## src/rtl/fpAddPkg.sv

```systemverilog
// Shared widths, field positions, types and constants for the pipelined single-precision adder
package fpAddPkg;

    // Field widths of an IEEE-754 single-precision word
    localparam int FLOAT_WIDTH = 32;
    localparam int EXP_WIDTH   = 8;
    localparam int MAN_WIDTH   = 23;

    // Bit positions inside the packed word
    localparam int SIGN_POS = 31;
    localparam int EXP_MSB  = 30;
    localparam int EXP_LSB  = 23;
    localparam int MAN_MSB  = 22;

    // Significand with implicit one plus guard and round positions
    localparam int EXT_WIDTH = MAN_WIDTH + 3;

    typedef logic [FLOAT_WIDTH-1:0] floatT;                 // Packed single-precision word
    typedef logic [EXP_WIDTH-1:0]   exponentT;              // Biased exponent
    typedef logic [MAN_WIDTH-1:0]   mantissaT;              // Stored fraction
    typedef logic [MAN_WIDTH:0]     alignedT;               // Significand with implicit bit
    typedef logic [MAN_WIDTH+1:0]   sumT;                   // Significand sum with carry

    localparam exponentT EXP_MAX = 8'hFF;                   // Infinity and NaN exponent
    localparam floatT    QNAN    = 32'h7FC0_0000;           // Canonical quiet NaN

    // Right shifts larger than this leave nothing but sticky
    localparam int SHIFT_LIMIT = 26;

endpackage

```

## src/rtl/Alignment.sv

```systemverilog
// Stage 2 of the adder pipeline, aligns the smaller significand to the larger exponent
`timescale 1ns/1ps

module Alignment
    import fpAddPkg::*;
(
    input  logic     clk,
    input  logic     rstN,
    input  logic     unpackValid,
    input  exponentT exponentA,
    input  exponentT exponentB,
    input  mantissaT mantissaA,
    input  mantissaT mantissaB,
    input  logic     signA,
    input  logic     signB,
    input  logic     effSubtract,
    input  logic     specialValid,
    input  floatT    specialResult,
    output logic     alignValid,
    output alignedT  alignedMantissaA,
    output alignedT  alignedMantissaB,
    output exponentT exponentOut,
    output logic     guardBit,
    output logic     roundBit,
    output logic     stickyBit,
    output logic     alignSignA,
    output logic     alignSignB,
    output logic     alignEffSubtract,
    output logic     alignSpecialValid,
    output floatT    alignSpecialResult
);

    logic [EXT_WIDTH-1:0] extendedA, extendedB;             // Implicit one, fraction, two low bits
    logic [EXT_WIDTH-1:0] toShift;                          // Operand with the smaller exponent
    logic [EXT_WIDTH-1:0] shifted;
    exponentT             largerExp;
    exponentT             expDifferential;
    logic                 shiftA;                           // High when a is the one shifted
    logic                 lostBits;
    alignedT              nextA, nextB;

    always_comb
    begin
        // Zero exponent means a zero operand, so no implicit one
        extendedA = {exponentA != '0, mantissaA, 2'b00};
        extendedB = {exponentB != '0, mantissaB, 2'b00};

        if (exponentA >= exponentB)
        begin
            shiftA          = 1'b0;
            largerExp       = exponentA;
            expDifferential = exponentA - exponentB;
            toShift         = extendedB;
        end
        else
        begin
            shiftA          = 1'b1;
            largerExp       = exponentB;
            expDifferential = exponentB - exponentA;
            toShift         = extendedA;
        end

        shifted = toShift >> expDifferential;

        if (expDifferential > SHIFT_LIMIT)
            lostBits = |toShift;                            // Everything went past round
        else
            lostBits = |(toShift & ~({EXT_WIDTH{1'b1}} << expDifferential));

        nextA = shiftA ? shifted[EXT_WIDTH-1:2] : extendedA[EXT_WIDTH-1:2];
        nextB = shiftA ? extendedB[EXT_WIDTH-1:2] : shifted[EXT_WIDTH-1:2];
    end

    always_ff @(posedge clk or negedge rstN)
    begin
        if (!rstN)
            alignValid <= 1'b0;
        else
            alignValid <= unpackValid;
    end

    always_ff @(posedge clk)
    begin
        alignedMantissaA   <= nextA;
        alignedMantissaB   <= nextB;
        exponentOut        <= largerExp;
        guardBit           <= shifted[1];
        roundBit           <= shifted[0];
        stickyBit          <= lostBits;
        alignSignA         <= signA;
        alignSignB         <= signB;
        alignEffSubtract   <= effSubtract;
        alignSpecialValid  <= specialValid;
        alignSpecialResult <= specialResult;
    end

    // Equal exponents need no shift, so no low bits appear next cycle
    assert property (@(posedge clk) disable iff (!rstN)
        (unpackValid && (exponentA == exponentB)) |=> !(guardBit || roundBit || stickyBit))
    else
        $error("Low bits set after aligning equal exponents");

endmodule

```

## src/rtl/fpAdder.sv

```systemverilog
// Top of the four-stage single-precision adder, result follows inValid by four cycles
`timescale 1ns/1ps

module fpAdder
    import fpAddPkg::*;
(
    input  logic  clk,
    input  logic  rstN,
    input  logic  inValid,
    input  floatT a,
    input  floatT b,
    input  logic  subtract,
    output logic  outValid,
    output floatT result
);

    // Stage 1 outputs
    logic     unpackValid, signA, signB, effSubtract;
    exponentT exponentA, exponentB;
    mantissaT mantissaA, mantissaB;
    logic     unpackSpecialValid;
    floatT    unpackSpecialResult;

    // Stage 2 outputs
    logic     alignValid, guardBit, roundBit, stickyBit;
    alignedT  alignedMantissaA, alignedMantissaB;
    exponentT exponentOut;
    logic     alignSignA, alignSignB, alignEffSubtract;
    logic     alignSpecialValid;
    floatT    alignSpecialResult;

    // Stage 3 outputs
    logic     sumValid, sumGuard, sumRound, sumSticky, sumSign;
    sumT      sum;
    exponentT sumExponent;
    logic     sumSpecialValid;
    floatT    sumSpecialResult;

    operandUnpack unpackStage (
        .clk(clk), .rstN(rstN), .inValid(inValid), .a(a), .b(b), .subtract(subtract),
        .unpackValid(unpackValid), .signA(signA), .signB(signB),
        .exponentA(exponentA), .exponentB(exponentB),
        .mantissaA(mantissaA), .mantissaB(mantissaB), .effSubtract(effSubtract),
        .specialValid(unpackSpecialValid), .specialResult(unpackSpecialResult)
    );

    Alignment alignStage (
        .clk(clk), .rstN(rstN), .unpackValid(unpackValid),
        .exponentA(exponentA), .exponentB(exponentB),
        .mantissaA(mantissaA), .mantissaB(mantissaB),
        .signA(signA), .signB(signB), .effSubtract(effSubtract),
        .specialValid(unpackSpecialValid), .specialResult(unpackSpecialResult),
        .alignValid(alignValid),
        .alignedMantissaA(alignedMantissaA), .alignedMantissaB(alignedMantissaB),
        .exponentOut(exponentOut),
        .guardBit(guardBit), .roundBit(roundBit), .stickyBit(stickyBit),
        .alignSignA(alignSignA), .alignSignB(alignSignB), .alignEffSubtract(alignEffSubtract),
        .alignSpecialValid(alignSpecialValid), .alignSpecialResult(alignSpecialResult)
    );

    significandAdder addStage (
        .clk(clk), .rstN(rstN), .alignValid(alignValid),
        .alignedMantissaA(alignedMantissaA), .alignedMantissaB(alignedMantissaB),
        .exponentOut(exponentOut),
        .guardBit(guardBit), .roundBit(roundBit), .stickyBit(stickyBit),
        .alignSignA(alignSignA), .alignSignB(alignSignB), .alignEffSubtract(alignEffSubtract),
        .alignSpecialValid(alignSpecialValid), .alignSpecialResult(alignSpecialResult),
        .sumValid(sumValid), .sum(sum),
        .sumGuard(sumGuard), .sumRound(sumRound), .sumSticky(sumSticky),
        .sumSign(sumSign), .sumExponent(sumExponent),
        .specialValid(sumSpecialValid), .specialResult(sumSpecialResult)
    );

    normalizeRound roundStage (
        .clk(clk), .rstN(rstN), .sumValid(sumValid), .sum(sum),
        .sumGuard(sumGuard), .sumRound(sumRound), .sumSticky(sumSticky),
        .sumSign(sumSign), .sumExponent(sumExponent),
        .specialValid(sumSpecialValid), .specialResult(sumSpecialResult),
        .outValid(outValid), .result(result)
    );

endmodule

```

## src/rtl/normalizeRound.sv

```systemverilog
// Stage 4 of the adder pipeline, normalizes, rounds to nearest-even and packs the result
`timescale 1ns/1ps

module normalizeRound
    import fpAddPkg::*;
(
    input  logic     clk,
    input  logic     rstN,
    input  logic     sumValid,
    input  sumT      sum,
    input  logic     sumGuard,
    input  logic     sumRound,
    input  logic     sumSticky,
    input  logic     sumSign,
    input  exponentT sumExponent,
    input  logic     specialValid,
    input  floatT    specialResult,
    output logic     outValid,
    output floatT    result
);

    logic [4:0]                   leadZeros;
    logic [MAN_WIDTH+2:0]         shiftField;               // Sum body with guard and round below
    alignedT                      normMant;
    logic                         normGuard, normRound, normSticky;
    logic                         roundUp;
    logic signed [EXP_WIDTH+1:0]  normExp;                  // Two spare bits catch under and overflow
    logic signed [EXP_WIDTH+1:0]  finalExp;
    logic [MAN_WIDTH+1:0]         rounded;
    logic                         isZero;
    floatT                        nextResult;

    always_comb
    begin
        leadZeros = 5'(MAN_WIDTH + 1);
        for (int i = 0; i <= MAN_WIDTH; i++)
        begin
            if (sum[i])
                leadZeros = 5'(MAN_WIDTH - i);              // Highest set bit wins
        end

        shiftField = {sum[MAN_WIDTH:0], sumGuard, sumRound} << leadZeros;

        if (sum[MAN_WIDTH+1])
        begin
            // Carry out, so shift right once
            normMant   = sum[MAN_WIDTH+1:1];
            normGuard  = sum[0];
            normRound  = sumGuard;
            normSticky = sumRound | sumSticky;
            normExp    = $signed({2'b00, sumExponent}) + 10'sd1;
        end
        else
        begin
            normMant   = shiftField[MAN_WIDTH+2:2];
            normGuard  = shiftField[1];
            normRound  = shiftField[0];
            normSticky = sumSticky;
            normExp    = $signed({2'b00, sumExponent}) - $signed({5'b00000, leadZeros});
        end

        roundUp  = normGuard & (normRound | normSticky | normMant[0]);  // Ties go to even
        rounded  = {1'b0, normMant} + roundUp;
        finalExp = normExp + $signed({9'b0, rounded[MAN_WIDTH+1]});  // Rounding overflow

        isZero = (sum == '0) && !sumGuard && !sumRound && !sumSticky;

        if (specialValid)
            nextResult = specialResult;
        else if (isZero)
            nextResult = {sumSign, 31'b0};
        else if (normExp <= 0)
            nextResult = {sumSign, 31'b0};                  // Tiny result flushed
        else if (finalExp >= $signed({2'b00, EXP_MAX}))
            nextResult = {sumSign, EXP_MAX, mantissaT'(0)};
        else
            // A rounding carry leaves the low bits all zero
            nextResult = {sumSign, finalExp[EXP_WIDTH-1:0], rounded[MAN_WIDTH-1:0]};
    end

    always_ff @(posedge clk or negedge rstN)
    begin
        if (!rstN)
        begin
            outValid <= 1'b0;
            result   <= '0;
        end
        else
        begin
            outValid <= sumValid;
            if (sumValid)
                result <= nextResult;                       // Hold last result between pairs
        end
    end

    assert property (@(posedge clk) disable iff (!rstN) !$isunknown(outValid))
    else
        $error("outValid is unknown");

endmodule

```

## src/rtl/operandUnpack.sv

```systemverilog
// Stage 1 of the adder pipeline, splits operands into fields and resolves special operands
`timescale 1ns/1ps

module operandUnpack
    import fpAddPkg::*;
(
    input  logic     clk,
    input  logic     rstN,
    input  logic     inValid,
    input  floatT    a,
    input  floatT    b,
    input  logic     subtract,
    output logic     unpackValid,
    output logic     signA,
    output logic     signB,
    output exponentT exponentA,
    output exponentT exponentB,
    output mantissaT mantissaA,
    output mantissaT mantissaB,
    output logic     effSubtract,
    output logic     specialValid,
    output floatT    specialResult
);

    exponentT expA, expB;
    mantissaT fracA, fracB;
    logic     flipSignB;                                    // Sign of b after the operation
    logic     nanA, nanB, infA, infB;
    floatT    nextSpecial;

    always_comb
    begin
        expA      = a[EXP_MSB:EXP_LSB];
        expB      = b[EXP_MSB:EXP_LSB];
        flipSignB = b[SIGN_POS] ^ subtract;                 // a - b becomes a + (-b)

        nanA = (expA == EXP_MAX) && (a[MAN_MSB:0] != '0);
        nanB = (expB == EXP_MAX) && (b[MAN_MSB:0] != '0);
        infA = (expA == EXP_MAX) && (a[MAN_MSB:0] == '0);
        infB = (expB == EXP_MAX) && (b[MAN_MSB:0] == '0);

        // Subnormals are flushed, their exponent is already zero
        fracA = (expA == '0) ? '0 : a[MAN_MSB:0];
        fracB = (expB == '0) ? '0 : b[MAN_MSB:0];

        if (nanA || nanB || (infA && infB && (a[SIGN_POS] != flipSignB)))
            nextSpecial = QNAN;                             // NaN in or inf minus inf
        else if (infA)
            nextSpecial = {a[SIGN_POS], EXP_MAX, mantissaT'(0)};
        else
            nextSpecial = {flipSignB, EXP_MAX, mantissaT'(0)};
    end

    always_ff @(posedge clk or negedge rstN)
    begin
        if (!rstN)
            unpackValid <= 1'b0;
        else
            unpackValid <= inValid;
    end

    always_ff @(posedge clk)
    begin
        signA         <= a[SIGN_POS];
        signB         <= flipSignB;
        exponentA     <= expA;
        exponentB     <= expB;
        mantissaA     <= fracA;
        mantissaB     <= fracB;
        effSubtract   <= a[SIGN_POS] ^ flipSignB;           // Opposite signs subtract
        specialValid  <= (expA == EXP_MAX) || (expB == EXP_MAX);
        specialResult <= nextSpecial;
    end

endmodule

```

## src/rtl/significandAdder.sv

```systemverilog
// Stage 3 of the adder pipeline that adds or subtracts the aligned significands
`timescale 1ns/1ps

module significandAdder
    import fpAddPkg::*;
(
    input  logic     clk,
    input  logic     rstN,
    input  logic     alignValid,
    input  alignedT  alignedMantissaA,
    input  alignedT  alignedMantissaB,
    input  exponentT exponentOut,
    input  logic     guardBit,
    input  logic     roundBit,
    input  logic     stickyBit,
    input  logic     alignSignA,
    input  logic     alignSignB,
    input  logic     alignEffSubtract,
    input  logic     alignSpecialValid,
    input  floatT    alignSpecialResult,
    output logic     sumValid,
    output sumT      sum,
    output logic     sumGuard,
    output logic     sumRound,
    output logic     sumSticky,
    output logic     sumSign,
    output exponentT sumExponent,
    output logic     specialValid,
    output floatT    specialResult
);

    logic                 lowOnA;                           // Low bits belong to a
    logic [2:0]           lowBits;
    logic [MAN_WIDTH+3:0] operandA, operandB;               // Significand with guard, round, sticky
    logic [MAN_WIDTH+4:0] total;
    logic                 nextSign;

    always_comb
    begin
        // The shifted operand lost its leading one and the other kept it
        lowOnA   = !alignedMantissaA[MAN_WIDTH];
        lowBits  = {guardBit, roundBit, stickyBit};
        operandA = {alignedMantissaA, lowOnA ? lowBits : 3'b000};
        operandB = {alignedMantissaB, lowOnA ? 3'b000 : lowBits};

        if (!alignEffSubtract)
        begin
            total    = {1'b0, operandA} + {1'b0, operandB};
            nextSign = alignSignA;                          // Same sign on both
        end
        else if (operandA >= operandB)
        begin
            total    = {1'b0, operandA} - {1'b0, operandB};
            nextSign = (operandA == operandB) ? 1'b0 : alignSignA;  // Exact cancel is +0
        end
        else
        begin
            total    = {1'b0, operandB} - {1'b0, operandA};
            nextSign = alignSignB;
        end
    end

    always_ff @(posedge clk or negedge rstN)
    begin
        if (!rstN)
            sumValid <= 1'b0;
        else
            sumValid <= alignValid;
    end

    always_ff @(posedge clk)
    begin
        sum           <= total[MAN_WIDTH+4:3];
        sumGuard      <= total[2];
        sumRound      <= total[1];
        sumSticky     <= total[0];
        sumSign       <= nextSign;
        sumExponent   <= exponentOut;
        specialValid  <= alignSpecialValid;
        specialResult <= alignSpecialResult;
    end

    // Larger minus smaller magnitude can never carry out
    assert property (@(posedge clk) disable iff (!rstN)
        (alignValid && alignEffSubtract) |=> !sum[MAN_WIDTH+1])
    else
        $error("Carry out of the subtraction path");

endmodule

```

## config.mk

```make
export PLATFORM = sky130hd
export DESIGN_NAME = fpAdder
export DESIGN_NICKNAME = d
export VERILOG_FILES = /design/src/rtl/fpAddPkg.sv /design/src/rtl/Alignment.sv /design/src/rtl/fpAdder.sv /design/src/rtl/normalizeRound.sv /design/src/rtl/operandUnpack.sv /design/src/rtl/significandAdder.sv
export SDC_FILE = /design/constraint.sdc
export NUM_CORES = 1
export LEC_CHECK = 0
export BUFFER_PORTS_ARGS = -buffer_cell sky130_fd_sc_hd__buf_2
export CAP_MARGIN = 20
export CORE_MARGIN = 2
export CORE_UTILIZATION = 32
export DETAILED_ROUTE_END_ITERATION = 8
export PLACE_DENSITY_LB_ADDON = 0.1
export SYNTH_ARGS = -nofsm -noshare
export SYNTH_HDL_FRONTEND = slang
export SYNTH_SLANG_ARGS = --single-unit
```

## constraint.sdc

```tcl
create_clock -name clk -period 6.5 [get_ports clk]
set_input_delay 0.975 -clock clk [delete_from_list [all_inputs] [get_ports clk]]
set_output_delay 0.975 -clock clk [all_outputs]
set_load 0.02 [all_outputs]
```

; Word-level counts from Yosys, hierarchy flattened
; Index checks and enable logic that the tools add are counted.
[op_classes]
n_addsub = 9
order_cmp = 5
eq_ne = 4
n_shift = 3
muxes = 47
bitwise = 8
reduce_logical = 26
[ops]
columns = cell, n
row1 = $mux 5, 23
row2 = $mux 31, 3
row3 = $mux 24, 3
row4 = $mux 32, 2
row5 = $mux 28, 2
row6 = $sub 27x27->28, 2
row7 = $reduce_or 26->1, 2
row8 = $logic_not 23->1, 2
row9 = $reduce_bool 23->1, 2
row10 = $add 27x27->28, 1
row11 = $eq 27x27->1, 1
row12 = $ge 27x27->1, 1
row13 = $and 26x26->26, 1
row14 = $mux 26, 1
row15 = $not 26->26, 1
row16 = $shl 26x5->26, 1
row17 = $shl 26x8->26 const A, 1
row18 = $shr 26x8->26, 1
row19 = $add 24x1->25, 1
row20 = $logic_not 25->1, 1
row21 = $eq 8x8->1 const B, 2
row22 = $logic_not 8->1, 2
row23 = $mux 8, 2
row24 = $reduce_bool 8->1, 2
row25 = 19 further kinds, 42
[totals]
register_bits = 299

; Logic depth before layout (Yosys ltp)
[logic_depth]
ltp_word = 36
ltp_mapped = 30
ltp_nobuf = 26

; Modules after synthesis
; From an unflattened synthesis, not the netlist that was laid out.
[hier_totals]
cells_unflattened = 2270
area_unflattened_um2 = 18895.6
[by_module_without_submodules]
columns = mod, n_inst, cells_per_inst, area_per_inst_um2, seq_area_each_um2
row1 = Alignment, 1, 643, 5825.6, 1926.8
row2 = significandAdder, 1, 714, 5790.6, 1426.4
row3 = normalizeRound, 1, 724, 5108.6, 825.8
row4 = operandUnpack, 1, 189, 2170.8, 1386.3

; Least setup slack after synthesis
; Ideal clock, no wire load.
[synth_path]
path_type = register to register
start = register addStage.sum[4]
end = register roundStage.result[0]
arrival_time_ns = 5.417
required_ns = 6.417
slack_ns = 1.001
path_stages_with_launch = 24
path_buffers = 2
period_less_slack_ns = 5.499
path_cell_list = dfxtp_1 > buf_2 > or4_1 > o211a_1 > nor2_4 > inv_2 > nor2_1 > nand2_1 > o2bb2a_1 > a32oi_1 > a221oi_2 > nand4b_1 > and4b_1 > and4_1 > ha_1 > and3_1 > and3_1 > a41oi_1 > nor3_1 > o311ai_2 > nor3b_2 > clkbuf_1 > o211ai_1 > o21ai_0
[synth_between]
elab_chain_len = 32
[synth_lines]
columns = item, line_no
row1 = from (decl), significandAdder.sv:22  ; output sumT sum,
row2 = from (signal assigned), significandAdder.sv:73  ; sum <= total[MAN_WIDTH+4:3];
row3 = $mux 5 (20 in a row), normalizeRound.sv:38  ; if (sum[i])
row4 = $shl 26x5->26, normalizeRound.sv:42  ; shiftField = {sum[MAN_WIDTH:0], sumGuard, sumRound} << leadZeros;
row5 = $mux 1, normalizeRound.sv:44  ; if (sum[MAN_WIDTH+1])
row6 = $or 1x1->1 (2 in a row), normalizeRound.sv:62  ; roundUp = normGuard & (normRound | normSticky | normMant[0]);
row7 = $and 1x1->1, normalizeRound.sv:62
row8 = $add 24x1->25, normalizeRound.sv:63  ; rounded = {1'b0, normMant} + roundUp;
row9 = $add 10x2->10, normalizeRound.sv:64  ; finalExp = normExp + $signed({9'b0, rounded[MAN_WIDTH+1]});
row10 = $ge 10x9->1, normalizeRound.sv:74  ; else if (finalExp >= $signed({2'b00, EXP_MAX}))
row11 = $mux 31, normalizeRound.sv:74
row12 = $mux 31, normalizeRound.sv:72  ; else if (normExp <= 0)
row13 = $mux 31 *, normalizeRound.sv:70  ; else if (isZero)
row14 = $mux 32 *, normalizeRound.sv:68  ; if (specialValid)
row15 = to (signal assigned), normalizeRound.sv:92  ; result <= nextResult;
row16 = to (decl), normalizeRound.sv:19  ; output floatT result
; Every way passes the cells marked *; elsewhere a longest branch is shown, timed or not.
; A chain may end at the register's enable or synchronous reset.

; Worst setup path in the final report
[layout_path]
start = register addStage.sum[4]
end = register roundStage.result[14]
; Same word-level chain as after synthesis.

==> flow_summary.json <==
{
  "status": "completed",
  "vias_per_cell": 5.509,
  "final_cells": 2863,
  "multiInputGateArea_um2": 10850,
  "criticalPathCategory": "reg -> reg",
  "nFillCells": 5301,
  "switching_share": 0.4894,
  "rows": 82,
  "cts_made_buffers": 26,
  "sequentialPowerShare": 0.240,
  "ios": 101,
  "fin_util": 0.3687,
  "synth_edf_count": 0,
  "portBuffers": 100,
  "pwr-share-comb": 0.582,
  "hpwl_um": 48530,
  "syn_inst": 2098,
  "worstSetupEndpointType": "register",
  "placedCellCount": 2818,
  "cts_tree": "built",
  "yosys_register_bits": 209,
  "synth_ff_type": "dfxtp_1",
  "p_per_area_nw_per_um2": 440.6,
  "syn-num-nets": 2272,
  "cp.required_ps": 6980,
  "cts.sinks": 209,
  "fp.dieH_um": 228.7,
  "drv_slew": 0,
  "ys_top_cells_by_count": "nand2_1 (211), nor2_1 (194), dfxtp_1 (173)",
  "synth.largest_area_cell": "dfxtp_1",
  "final_hold_viol_count": 0,
  "root_buffer": "clkbuf_16",
  "drt_iter0_drc": 1254,
  "htreeDepth": 1,
  "initial_utilization": 0.3233,
  "grt_pass1_vias": 15410,
  "grt_setup_unrepaired": "no",
  "p_total_w": 0.008116,
  "dpl-instance-area_um2": 17550,
  "gp_routability_congestion": 0.9792,
  "period_share": 0.9331,
  "yosysWarnings": 0,
  "setup_viol_count_final": 0,
  "fin_crit_ps": 6065,
  "slew_headroom": 0.2840,
  "ant_nets": 0,
  "slowest_stage": "dfxtp_1",
  "crit_chain": "nor2_1 -> a2111oi_2 -> o221ai_2 -> a21o_2 -> buf_4 -> mux2i_2 -> o22ai_1 -> a2111oi_2 -> a21boi_0 -> nand4b_1 -> and4b_1 -> and4_1 -> ha_1 -> ha_1 -> xnor2_1 -> nor3_1 -> a21oi_1 -> nor3_1 -> o311ai_2 -> nor3b_2 -> buf_4 -> nand2_1 -> o2bb2ai_1",
  "wl_um": 60590,
  "firstDrtPassIters": 5,
  "power_frac_clock": 0.178,
  "cts_setup_buffers": 0,
  "clk_pin_slew_ps": 60,
  "hold_class": "reg -> reg",
  "grt-ovfl-total": 0,
  "area_delta_synth_final_pct": 14.05,
  "postSynthAreaPerCell_um2": 7.699,
  "antenna_cells": 0,
  "seq_area_frac_synth": 0.2702,
  "cp-start-kind": "register",
  "crit_path_max_fanout": 13,
  "yosysMostFrequentCell": "nand2_1",
  "tns_ps": 0,
  "seq_area_um2": 4364,
  "final_cell_area_um2": 18420,
  "ys_async_sr_fraction": 0.1722,
  "fin_skew_ps": 20.70,
  "synth_area_leaders": "dfxtp_1 (21%), ha_1 (8.0%), mux2i_1 (5.8%)",
  "drc_errors": 0,
  "grtUsageTotal": 0.2246,
  "grt_pass1_wl_um": 92410,
  "cp.arrival_ps": 6540,
  "power.internal_w": 0.004144,
  "yosysUniqueCellTypes": 98,
  "grt_start_max_net_pins": 58,
  "insertion_delay_ps": 560,
  "dieWidth_um": 228.7,
  "max_freq_ghz": 0.1649,
  "yosys.area.top_type_share": 0.2144,
  "dieArea_um2": 52290,
  "layout-drive-gt1-share": 0.1287,
  "syn_area_um2": 16150,
  "core_area_um2": 49970,
  "ir_drop_mv": 0.1925,
  "finalNetCount": 2348,
  "routedWlPerCell_um": 21.16,
  "power.leakage_nw": 7.801,
  "clockBufferDepth": 3,
  "tightest_slew_ps": 1052,
  "antenna_found_initial": 0,
  "vias": 15772,
  "p_switching_w": 0.003972,
  "max_stage_delay_ps": 590,
  "drv_cap": 0
}
[what timing repair did]
| action | in CTS | in global routing |
|---|---|---|
| hold buffers | 0 | 0 |
| resized for setup | 1 | 3 |
| setup endpoints to repair | 1 | 22 |
[cell type report]
| type | count | area share |
|---|---|---|
| Clock buffer | 34 | 0.03967 |
| Clock inverter | 11 | 0.006996 |
| Inverter | 131 | 0.02710 |
| Multi-Input combinational cell | 1639 | 0.5892 |
| Sequential cell | 209 | 0.2369 |
| Tap cell | 672 | 0.04564 |
| Timing Repair Buffer | 167 | 0.05447 |
[worst max-delay path: cells and delay by family (launching register included)]
family,cells,cell delay (ps)
AO/OA/AOI/OAI,9,2630
XOR/XNOR,1,220
adder cells (fa/ha/maj),2,470
buffers and inverters,2,420
flip-flops,1,590
multiplexers,1,360
AND/OR/NAND/NOR,8,1290
[per-layer routing]
layer / track usage / wire (um) / up-vias
met4: 0.07210 / 1926 / 0
met3: 0.02545 / 2884 / 111
li1: - / - / 7686
met5: 0 / 0 / -
met2: 0.3948 / 29170 / 516
met1: 0.2856 / 26620 / 7459
[sequential cells by signal, indices dropped and copies added, names as in the netlist, 2 cells and up]
signal / count
addStage.specialResult: 2
addStage.sum: 25
addStage.sumExponent: 8
alignStage.alignSpecialResult: 2
alignStage.alignedMantissaA: 24
alignStage.alignedMantissaB: 24
alignStage.exponentOut: 8
roundStage.result: 32
unpackStage.exponentA: 8
unpackStage.exponentB: 8
unpackStage.mantissaA: 23
unpackStage.mantissaB: 23
unpackStage.specialResult: 2
[through the flow]
step	hold slack (ps)	setup WS, ps
after CTS	325.9	163.5
after detailed placement	314.4	-17.97
after floorplan	309.6	1001
after global routing	332.8	52.27
after global placement	312.5	-187.7
final	325.2	434.9
[logic make-up (layout without fill, tap and decap cells)]
kind of cell,after synthesis,after routing,synth area share
simple gates,745,745,0.2252
flops,209,209,0.2702
buf+inv,250,343,0.06166
mux,118,118,0.07654
compound gates,599,599,0.2444
fa+ha+maj,106,106,0.08351
xor+xnor,71,71,0.03850
[worst paths after layout]
check,endpoint,cells past startpoint,startpoint,slack (ps)
min in group asynchronous,roundStage.result[15],1,rstN,520
hold / removal,alignStage.alignEffSubtract,0,unpackStage.effSubtract,330
setup reg to reg,roundStage.result[14],23,addStage.sum[4],430
max in group asynchronous,roundStage.result[29],1,rstN,5430
setup / recovery,roundStage.result[14],23,addStage.sum[4],430
hold reg to reg,alignStage.alignEffSubtract,0,unpackStage.effSubtract,330
[power groups by stage]
stage	sequential (W)	clock, W	combinational, W
2_1_floorplan	0.00185	0	0.00312
3_3_place_gp	0.00196	0	0.00473
3_5_place_dp	0.00197	0	0.00463
4_1_cts	0.00194	0.00149	0.00466
5_1_grt	0.00199	0.00153	0.00508
6_report	0.00195	0.00145	0.00472
[layout by cell type (no fill, tap or decap), drive strengths merged, types with 17 or more instances in the layout]
cell | netlist | final
nand4 | 31 | 31
xor2 | 24 | 24
clkbuf | 77 | 34
o211ai | 20 | 20
nor2b | 20 | 20
xnor2 | 47 | 47
nand2 | 211 | 211
buf | 42 | 167
nand3 | 50 | 50
a21oi | 174 | 174
a211oi | 35 | 35
mux2i | 95 | 95
inv | 129 | 131
dfxtp | 173 | 173
and2 | 64 | 64
dfrtp | 36 | 36
mux2 | 21 | 21
o21ai | 132 | 132
nor4 | 36 | 36
o21bai | 17 | 17
ha | 103 | 103
a21o | 31 | 31
nor3 | 69 | 69
nor2 | 195 | 195
(Power assumes the default switching activity.)
